`src/hdl/perm_config.svh`:
```
`ifndef PERM_CONFIG_SVH
`define PERM_CONFIG_SVH

// buffer index width, 8192 words
`define PERM_INDEX_W 13

// one buffer RAM word
`define PERM_WORD_W 64

// shrink field, largest value in use is 3
`define PERM_SHRINK_W 2

// cycles from rd_en to rd_data valid
`define PERM_RAM_LAT 2

// return FIFO entries
// must stay above read latency plus one for full rate
`define PERM_FIFO_DEPTH 8

`endif

```
`src/hdl/perm_pkg.sv`:
```
`include "perm_config.svh"

package perm_pkg;

  // one buffer index
  typedef logic [`PERM_INDEX_W-1:0] index_t;

  // one RAM word
  typedef logic [`PERM_WORD_W-1:0] word_t;

  // log2 reduction of the job length
  typedef logic [`PERM_SHRINK_W-1:0] shrink_t;

  // pattern codes, each one rotates the low F index bits left by R
  // codes not listed here map to identity
  typedef enum logic [3:0] {
    PAT_ROT12_L1 = 4'd4,
    PAT_ROT12_L9 = 4'd5,
    PAT_ROT11_L8 = 4'd6,
    PAT_ROT12_L2 = 4'd10,
    PAT_ROT13_L3 = 4'd14
  } pattern_t;

  // FIFO occupancy, 0 up to full depth
  typedef logic [$clog2(`PERM_FIFO_DEPTH + 1)-1:0] level_t;

endpackage

```
`src/hdl/perm_stream_if.sv`:
```
`timescale 1ns/10ps

// valid/ready link with index, data word and a level back-channel
interface perm_stream_if;

  logic               valid;
  logic               ready;
  perm_pkg::index_t   index;
  perm_pkg::word_t    word;
  // occupancy seen by the source, only meaningful on the return link
  perm_pkg::level_t   level;

  modport src (
    output valid, index, word,
    input  ready, level
  );

  modport dst (
    input  valid, index, word,
    output ready, level
  );

  // observation only
  modport mon (
    input valid, ready, index, word, level
  );

endinterface

```
`src/hdl/perm_addr_gen.sv`:
```
`timescale 1ns/10ps

`include "perm_config.svh"

module perm_addr_gen (
  input  logic                clk,
  input  logic                rstn,
  input  logic                start,
  input  perm_pkg::pattern_t  pattern,
  input  perm_pkg::shrink_t   shrink,
  output logic                rd_en,
  output perm_pkg::index_t    rd_addr,
  input  perm_pkg::word_t     rd_data,
  output logic                active,
  perm_stream_if.src          ret
);

  localparam int LAT = `PERM_RAM_LAT;
  localparam int INF_W = $clog2(LAT + 2);
  localparam perm_pkg::index_t ALL_ONES = '1;

  perm_pkg::pattern_t  pattern_q;
  perm_pkg::shrink_t   shrink_q;
  perm_pkg::index_t    rd_cnt;
  perm_pkg::index_t    last_idx;
  perm_pkg::index_t    rot_idx;
  logic [INF_W-1:0]    inflight;
  logic                credit_ok;
  logic [LAT-1:0]      vpipe;
  perm_pkg::index_t    ipipe [LAT];

  // rotate low f bits left by r, upper bits pass
  function automatic perm_pkg::index_t rotl(perm_pkg::index_t idx, int f, int r);
    perm_pkg::index_t res;
    int src;
    res = idx;
    for (int i = 0; i < `PERM_INDEX_W; i++) begin
      if (i < f) begin
        src = i - r;
        if (src < 0) begin
          src = src + f;
        end
        res[i] = idx[src];
      end
    end
    return res;
  endfunction

  // N-1 for the latched job
  assign last_idx = ALL_ONES >> shrink_q;

  // reads in flight plus stored entries must fit the FIFO
  assign credit_ok = (int'(inflight) + int'(ret.level)) < `PERM_FIFO_DEPTH;
  assign rd_en     = active && credit_ok;
  assign rd_addr   = rd_cnt;

  always_comb begin
    case (pattern_q)
      perm_pkg::PAT_ROT12_L1: rot_idx = rotl(rd_cnt, 12, 1);
      perm_pkg::PAT_ROT12_L9: rot_idx = rotl(rd_cnt, 12, 9);
      perm_pkg::PAT_ROT11_L8: rot_idx = rotl(rd_cnt, 11, 8);
      perm_pkg::PAT_ROT12_L2: rot_idx = rotl(rd_cnt, 12, 2);
      perm_pkg::PAT_ROT13_L3: rot_idx = rotl(rd_cnt, 13, 3);
      // everything else keeps the index
      default:                rot_idx = rd_cnt;
    endcase
  end

  // job state and read counter
  always_ff @(posedge clk) begin
    if (!rstn) begin
      active    <= 1'b0;
      rd_cnt    <= '0;
      pattern_q <= perm_pkg::pattern_t'(4'd0);
      shrink_q  <= '0;
    end else if (start) begin
      active    <= 1'b1;
      rd_cnt    <= '0;
      pattern_q <= pattern;
      shrink_q  <= shrink;
    end else if (rd_en) begin
      rd_cnt <= rd_cnt + 1'b1;
      // last read issued
      if (rd_cnt == last_idx) begin
        active <= 1'b0;
      end
    end
  end

  // reads issued whose data has not reached the FIFO
  always_ff @(posedge clk) begin
    if (!rstn) begin
      inflight <= '0;
    end else begin
      case ({rd_en, ret.valid})
        2'b10:   inflight <= inflight + 1'b1;
        2'b01:   inflight <= inflight - 1'b1;
        default: inflight <= inflight;
      endcase
    end
  end

  // valid bits, cleared on reset
  always_ff @(posedge clk) begin
    if (!rstn) begin
      vpipe <= '0;
    end else begin
      vpipe[0] <= rd_en;
      for (int i = 1; i < LAT; i++) begin
        vpipe[i] <= vpipe[i-1];
      end
    end
  end

  // target index rides along so it meets rd_data
  always_ff @(posedge clk) begin
    ipipe[0] <= rot_idx;
    for (int i = 1; i < LAT; i++) begin
      ipipe[i] <= ipipe[i-1];
    end
  end

  assign ret.valid = vpipe[LAT-1];
  assign ret.index = ipipe[LAT-1];
  assign ret.word  = rd_data;

  // counter and pipe must agree, at most LAT reads outstanding
  a_inflight_max: assert property (@(posedge clk) disable iff (!rstn)
    int'(inflight) <= LAT)
    else $error("read in-flight count above RAM latency");

  // top only forwards start while idle
  a_start_idle: assert property (@(posedge clk) disable iff (!rstn)
    start |-> !active)
    else $error("start accepted during active job");

endmodule

```
`src/hdl/perm_ret_fifo.sv`:
```
`timescale 1ns/10ps

`include "perm_config.svh"

module perm_ret_fifo #(
  parameter int DEPTH = `PERM_FIFO_DEPTH
) (
  input  logic        clk,
  input  logic        rstn,
  perm_stream_if.dst  in,
  perm_stream_if.src  out
);

  localparam int PTR_W = (DEPTH > 1) ? $clog2(DEPTH) : 1;

  // payload storage
  perm_pkg::index_t   mem_idx  [DEPTH];
  perm_pkg::word_t    mem_word [DEPTH];

  logic [PTR_W-1:0]   wr_ptr;
  logic [PTR_W-1:0]   rd_ptr;
  perm_pkg::level_t   count;
  logic               push;
  logic               pop;

  assign in.ready  = (int'(count) != DEPTH);
  assign in.level  = count;
  assign out.valid = (count != '0);
  assign out.index = mem_idx[rd_ptr];
  assign out.word  = mem_word[rd_ptr];

  assign push = in.valid && in.ready;
  assign pop  = out.valid && out.ready;

  always_ff @(posedge clk) begin
    if (push) begin
      mem_idx[wr_ptr]  <= in.index;
      mem_word[wr_ptr] <= in.word;
    end
  end

  // pointers wrap at DEPTH-1 so any depth works
  always_ff @(posedge clk) begin
    if (!rstn) begin
      wr_ptr <= '0;
      rd_ptr <= '0;
    end else begin
      if (push) begin
        wr_ptr <= (int'(wr_ptr) == DEPTH - 1) ? '0 : wr_ptr + 1'b1;
      end
      if (pop) begin
        rd_ptr <= (int'(rd_ptr) == DEPTH - 1) ? '0 : rd_ptr + 1'b1;
      end
    end
  end

  always_ff @(posedge clk) begin
    if (!rstn) begin
      count <= '0;
    end else begin
      case ({push, pop})
        2'b10:   count <= count + 1'b1;
        2'b01:   count <= count - 1'b1;
        default: count <= count;
      endcase
    end
  end

  // read credit in the generator keeps data from arriving while full
  a_no_push_full: assert property (@(posedge clk) disable iff (!rstn)
    in.valid |-> in.ready)
    else $error("return data arrived while FIFO full");

  // occupancy must agree with the pointer distance
  a_count_ptr: assert property (@(posedge clk) disable iff (!rstn)
    (int'(count) % DEPTH) == ((int'(wr_ptr) - int'(rd_ptr) + DEPTH) % DEPTH))
    else $error("FIFO occupancy does not match pointers");

endmodule

```
`src/hdl/perm_writeback.sv`:
```
`timescale 1ns/10ps

module perm_writeback (
  input  logic               clk,
  input  logic               rstn,
  input  logic               start,
  input  perm_pkg::shrink_t  shrink,
  perm_stream_if.dst         wb,
  output logic               wr_valid,
  output perm_pkg::index_t   wr_addr,
  output perm_pkg::word_t    wr_data,
  input  logic               wr_ready,
  output logic               pending
);

  localparam perm_pkg::index_t ALL_ONES = '1;

  perm_pkg::shrink_t  shrink_q;
  perm_pkg::index_t   wr_cnt;
  perm_pkg::index_t   last_idx;
  logic               wr_fire;

  // write port straight from the FIFO head
  assign wr_valid = wb.valid;
  assign wr_addr  = wb.index;
  assign wr_data  = wb.word;
  // RAM back-pressure goes back to the FIFO
  assign wb.ready = wr_ready;
  // level only matters on the return link
  assign wb.level = '0;

  assign wr_fire  = wr_valid && wr_ready;
  assign last_idx = ALL_ONES >> shrink_q;

  // completed writes, counted from zero
  always_ff @(posedge clk) begin
    if (!rstn) begin
      pending  <= 1'b0;
      wr_cnt   <= '0;
      shrink_q <= '0;
    end else if (start) begin
      pending  <= 1'b1;
      wr_cnt   <= '0;
      shrink_q <= shrink;
    end else if (wr_fire) begin
      wr_cnt <= wr_cnt + 1'b1;
      // write N-1 done, job ends
      if (wr_cnt == last_idx) begin
        pending <= 1'b0;
      end
    end
  end

  // FIFO head must hold while the RAM stalls
  a_wr_stable: assert property (@(posedge clk) disable iff (!rstn)
    wr_valid && !wr_ready |=> wr_valid && $stable(wr_addr) && $stable(wr_data))
    else $error("write port changed while stalled");

endmodule

```
`src/hdl/perm_top.sv`:
```
`timescale 1ns/10ps

module perm_top (
  input  logic                clk,
  input  logic                rstn,
  input  logic                start,
  input  perm_pkg::pattern_t  pattern,
  input  perm_pkg::shrink_t   shrink,
  output logic                busy,
  output logic                rd_en,
  output perm_pkg::index_t    rd_addr,
  input  perm_pkg::word_t     rd_data,
  output logic                wr_valid,
  output perm_pkg::index_t    wr_addr,
  output perm_pkg::word_t     wr_data,
  input  logic                wr_ready
);

  logic  active;
  logic  pending;
  logic  start_ok;

  // start only counts while idle
  assign start_ok = start && !busy;
  assign busy     = active || pending;

  // generator to FIFO
  perm_stream_if ret_link ();
  // FIFO to write-back
  perm_stream_if wb_link ();

  perm_addr_gen i_addr_gen (
    .clk     (clk),
    .rstn    (rstn),
    .start   (start_ok),
    .pattern (pattern),
    .shrink  (shrink),
    .rd_en   (rd_en),
    .rd_addr (rd_addr),
    .rd_data (rd_data),
    .active  (active),
    .ret     (ret_link.src)
  );

  perm_ret_fifo i_ret_fifo (
    .clk  (clk),
    .rstn (rstn),
    .in   (ret_link.dst),
    .out  (wb_link.src)
  );

  perm_writeback i_writeback (
    .clk      (clk),
    .rstn     (rstn),
    .start    (start_ok),
    .shrink   (shrink),
    .wb       (wb_link.dst),
    .wr_valid (wr_valid),
    .wr_addr  (wr_addr),
    .wr_data  (wr_data),
    .wr_ready (wr_ready),
    .pending  (pending)
  );

endmodule

```
`config.mk`:
```
export PLATFORM = sky130hd
export DESIGN_NAME = perm_top
export DESIGN_NICKNAME = d
export VERILOG_FILES = /design/src/hdl/perm_pkg.sv /design/src/hdl/perm_stream_if.sv /design/src/hdl/perm_addr_gen.sv /design/src/hdl/perm_ret_fifo.sv /design/src/hdl/perm_writeback.sv /design/src/hdl/perm_top.sv
export VERILOG_INCLUDE_DIRS = /design/src /design/src/hdl
export SDC_FILE = /design/constraint.sdc
export NUM_CORES = 1
export LEC_CHECK = 0
export BUFFER_PORTS_ARGS = -buffer_cell sky130_fd_sc_hd__buf_4
export CORE_ASPECT_RATIO = 1.5
export CORE_MARGIN = 3
export CORE_UTILIZATION = 30
export DETAILED_ROUTE_END_ITERATION = 10
export GPL_TIMING_DRIVEN = 0
export PLACE_DENSITY = 0.58
export SLEW_MARGIN = 20
export SYNTH_ARGS = -nofsm -noshare
export SYNTH_HDL_FRONTEND = slang
export SYNTH_HIERARCHICAL = 1
export SYNTH_SLANG_ARGS = --single-unit
export TNS_END_PERCENT = 100
```
`constraint.sdc`:
```
create_clock -name clk -period 8.2 [get_ports clk]
set_input_delay 2.46 -clock clk [delete_from_list [all_inputs] [get_ports clk]]
set_output_delay 2.46 -clock clk [all_outputs]
set_load 0.02 [all_outputs]
```
==> flow_summary_export.csv <==
group,metric,value,unit
floorplanning,num_rows,137,
global_routing,antenna_found_initial,9,
clock_tree,cts_root_buf,"clkbuf_16",
floorplanning,dieArea,0.0978,mm²
placement,port_buffers,102,
logic_synthesis,syn_area,0.0282,mm²
critical_path,endpoint_kind,"primary output",
placement,gp_congestion,0.777,
clock_tree,cts_buffer_depth,3,
global_routing,grt_pass1_wl,96000,µm
cells_and_area,final_nets,1779,
floorplanning,die_h,382,µm
clock_tree,post_cts_buffers,0,
clock_tree,clk_pin_slew,0.06,ns
cells_and_area,drive_gt1_share,42.8,%
power,ir_worst_vdd,0.000127,V
min_path,min_path_type,"flop to flop",
floorplanning,die_w,256,µm
global_routing,first_global_vias,14700,
cells_and_area,areaGrowthSynthToFinish,19.9,%
global_routing,grt_max_degree,19,
job,cap_violations,0,
route,drcViolationCount,0,
logic_synthesis,syn_nets,1525,
route,via_per_inst,4.53,
critical_path,critical_path_buf_inv_count,5,
clock_tree,h-tree-depth,3,
sta,max_slew_margin,35.2,%
critical_path,timing.rr.start,"i_ret_fifo/in.level[1]",
cells_and_area,nFillCells,8626,
clock_tree,cts_tree,"yes",
clock_tree,clock_latency,0.61,ns
logic_synthesis,synth_cells,1440,
critical_path,cp.required,5.74,ns
min_path,hold_depth,0,
critical_path,startpoint_type,"flop",
sta,rsz0062_at_grt,"no",
clock_tree,cts.sinks,695,
sta,slew_viol_final,0,
placement,dp_hpwl,44100,µm
critical_path,slowest_delay,0.71,ns
critical_path,rr_worst_depth,10,
sta,worst_slew_pin_slew,0.972,ns
sta,hold_viol,0,
cells_and_area,multi_input_area,0.00652,mm²
power,powerDensity,253,mW/mm²
sta,setup_viol,0,
clock_tree,ctsResizeCount,0,
route,ant_nets,0,
logic_synthesis,syn_area_per_cell,19.6,µm²
critical_path,path_cells,"clkbuf_1 -> clkbuf_1 -> buf_2 -> mux2_4 -> buf_4 -> buf_4",
status,status,"finished, final reports clean",
sta,post-route-min-period,5.60,ns
critical_path,crit_type,"flop to primary output",
route,totalWireLength,63700,µm
route,post_drt_wl_per_cell,21.2,µm
floorplanning,ios,167,
sta,setup_slack,2.60,ns
route,route.vias.total,13600,
clock_tree,numCtsBuffers,72,
global_routing,grt_overflow,0,
sta,whs,0.328,ns
min_path,holdPathEnd,"i_addr_gen/ipipe[0][18]",
cells_and_area,seq_area,0.0201,mm²
critical_path,crit_arrival,3.14,ns
logic_synthesis,ys.warnings.count,6,
route,drt_iter0_drc,794,
critical_path,crit_fanout,10,
critical_path,slowest_stage,"clkbuf_1",
min_path,min-delay-start,"i_addr_gen/ipipe[0][5]",
floorplanning,core,0.0931,mm²
floorplanning,start_util,30.3,%
critical_path,r2r_slack,5.34,ns
power,leakagePower,11.3,nW
sta,max_freq,179,MHz
global_routing,track_usage,13.1,%
placement,pre_cts_ws,3.02,ns
sta,finClkSkew,0.0251,ns
clock_tree,hold_buffers,0,
critical_path,r2r-end,"i_ret_fifo/in.level[2]",
critical_path,crit_family,"buffers and inverters",
sta,fin_crit_sh,68.2,%
route,firstDrtPassIters,4,
==> registers in the layout (all words and copies together) (netlist names), named ones only <==
register and count:
i_addr_gen/inflight 2, i_ret_fifo/wr_ptr 3, i_addr_gen/ipipe 26, i_addr_gen/vpipe 2, i_addr_gen/active 1, i_writeback/shrink_q 2, i_ret_fifo/mem_idx 104, i_ret_fifo/rd_ptr 3
i_addr_gen/shrink_q 2, i_addr_gen/pattern_q 4, i_writeback/wr_cnt 13, i_ret_fifo/mem_word 512, i_addr_gen/rd_addr 13, i_ret_fifo/in.level 4, i_writeback/pending 1
==> routing by layer <==
| metal | up-vias | global-route usage [%] | wire [µm] |
|---|---|---|---|
| li1 | 6099 | - | - |
| met5 | - | 0 | 23 |
| met1 | 7134 | 16.0 | 25900 |
| met2 | 300 | 23.1 | 33100 |
| met4 | 4 | 3.54 | 1120 |
| met3 | 80 | 3.26 | 3540 |
==> cell usage in the layout, fill, tap and decap left out, types with 12 or more instances in the layout <==
cell,n
a21oi_1,21
a22oi_1,14
buf_16,12
buf_2,25
buf_4,307
buf_6,20
clkbuf_1,31
clkbuf_16,76
clkinv_2,17
dfxtp_1,79
edfxtp_1,616
inv_1,12
mux2_2,24
mux2_4,60
mux2i_1,15
mux4_2,154
nand2_1,36
nor2_1,27
o21ai_0,15
xnor2_1,13
==> report_power, final <==
part           internal [mW]  switching (mW)  total (mW)  leakage (nW)
Combinational          0.812           0.685        1.50          3.96
Sequential              3.88          0.0235        3.91          6.23
Clock                   1.81            1.33        3.14          1.12
Total                   6.51            2.04        8.55          11.3
==> area by class of cell <==
type,count,area share [%]
buffer,223,4.81
sequential,695,59.4
timing repair buffer,180,5.03
multi-input combinational,509,19.3
clock inverter,39,0.902
antenna,6,0.0444
tap,1251,4.63
inverter,13,0.144
clock buffer,89,5.83
==> how the worst max path moves through the flow <==
stage	startpoint	end	cells past startpoint
3_3_place_gp	i_ret_fifo/in.level[0]	i_ret_fifo/mem_word[4][35]	4
4_1_cts	flop	wr_data[60]	6
5_1_grt	flop	wr_data[60]	6
3_5_place_dp	flop	wr_data[60]	6
6_report	flop	wr_data[57]	6
2_1_floorplan	i_ret_fifo/in.level[1]	i_ret_fifo/mem_idx[2][0]	4
==> metrics by stage <==
stage	cells	TNS (ns)	instance area, µm²	power [mW]	util, %
5_1_grt	3001	0	33800	8.91	36.3
6_report	3005	0	33800	8.55	36.3
3_3_place_gp	2793	-1944.77	30600	5.50	32.8
3_5_place_dp	2870	0	31500	5.52	33.9
4_1_cts	2998	0	33800	8.70	36.3
2_1_floorplan	1440	0	28200	5.10	-
No activity file was read; power rests on OpenSTA's default activity.
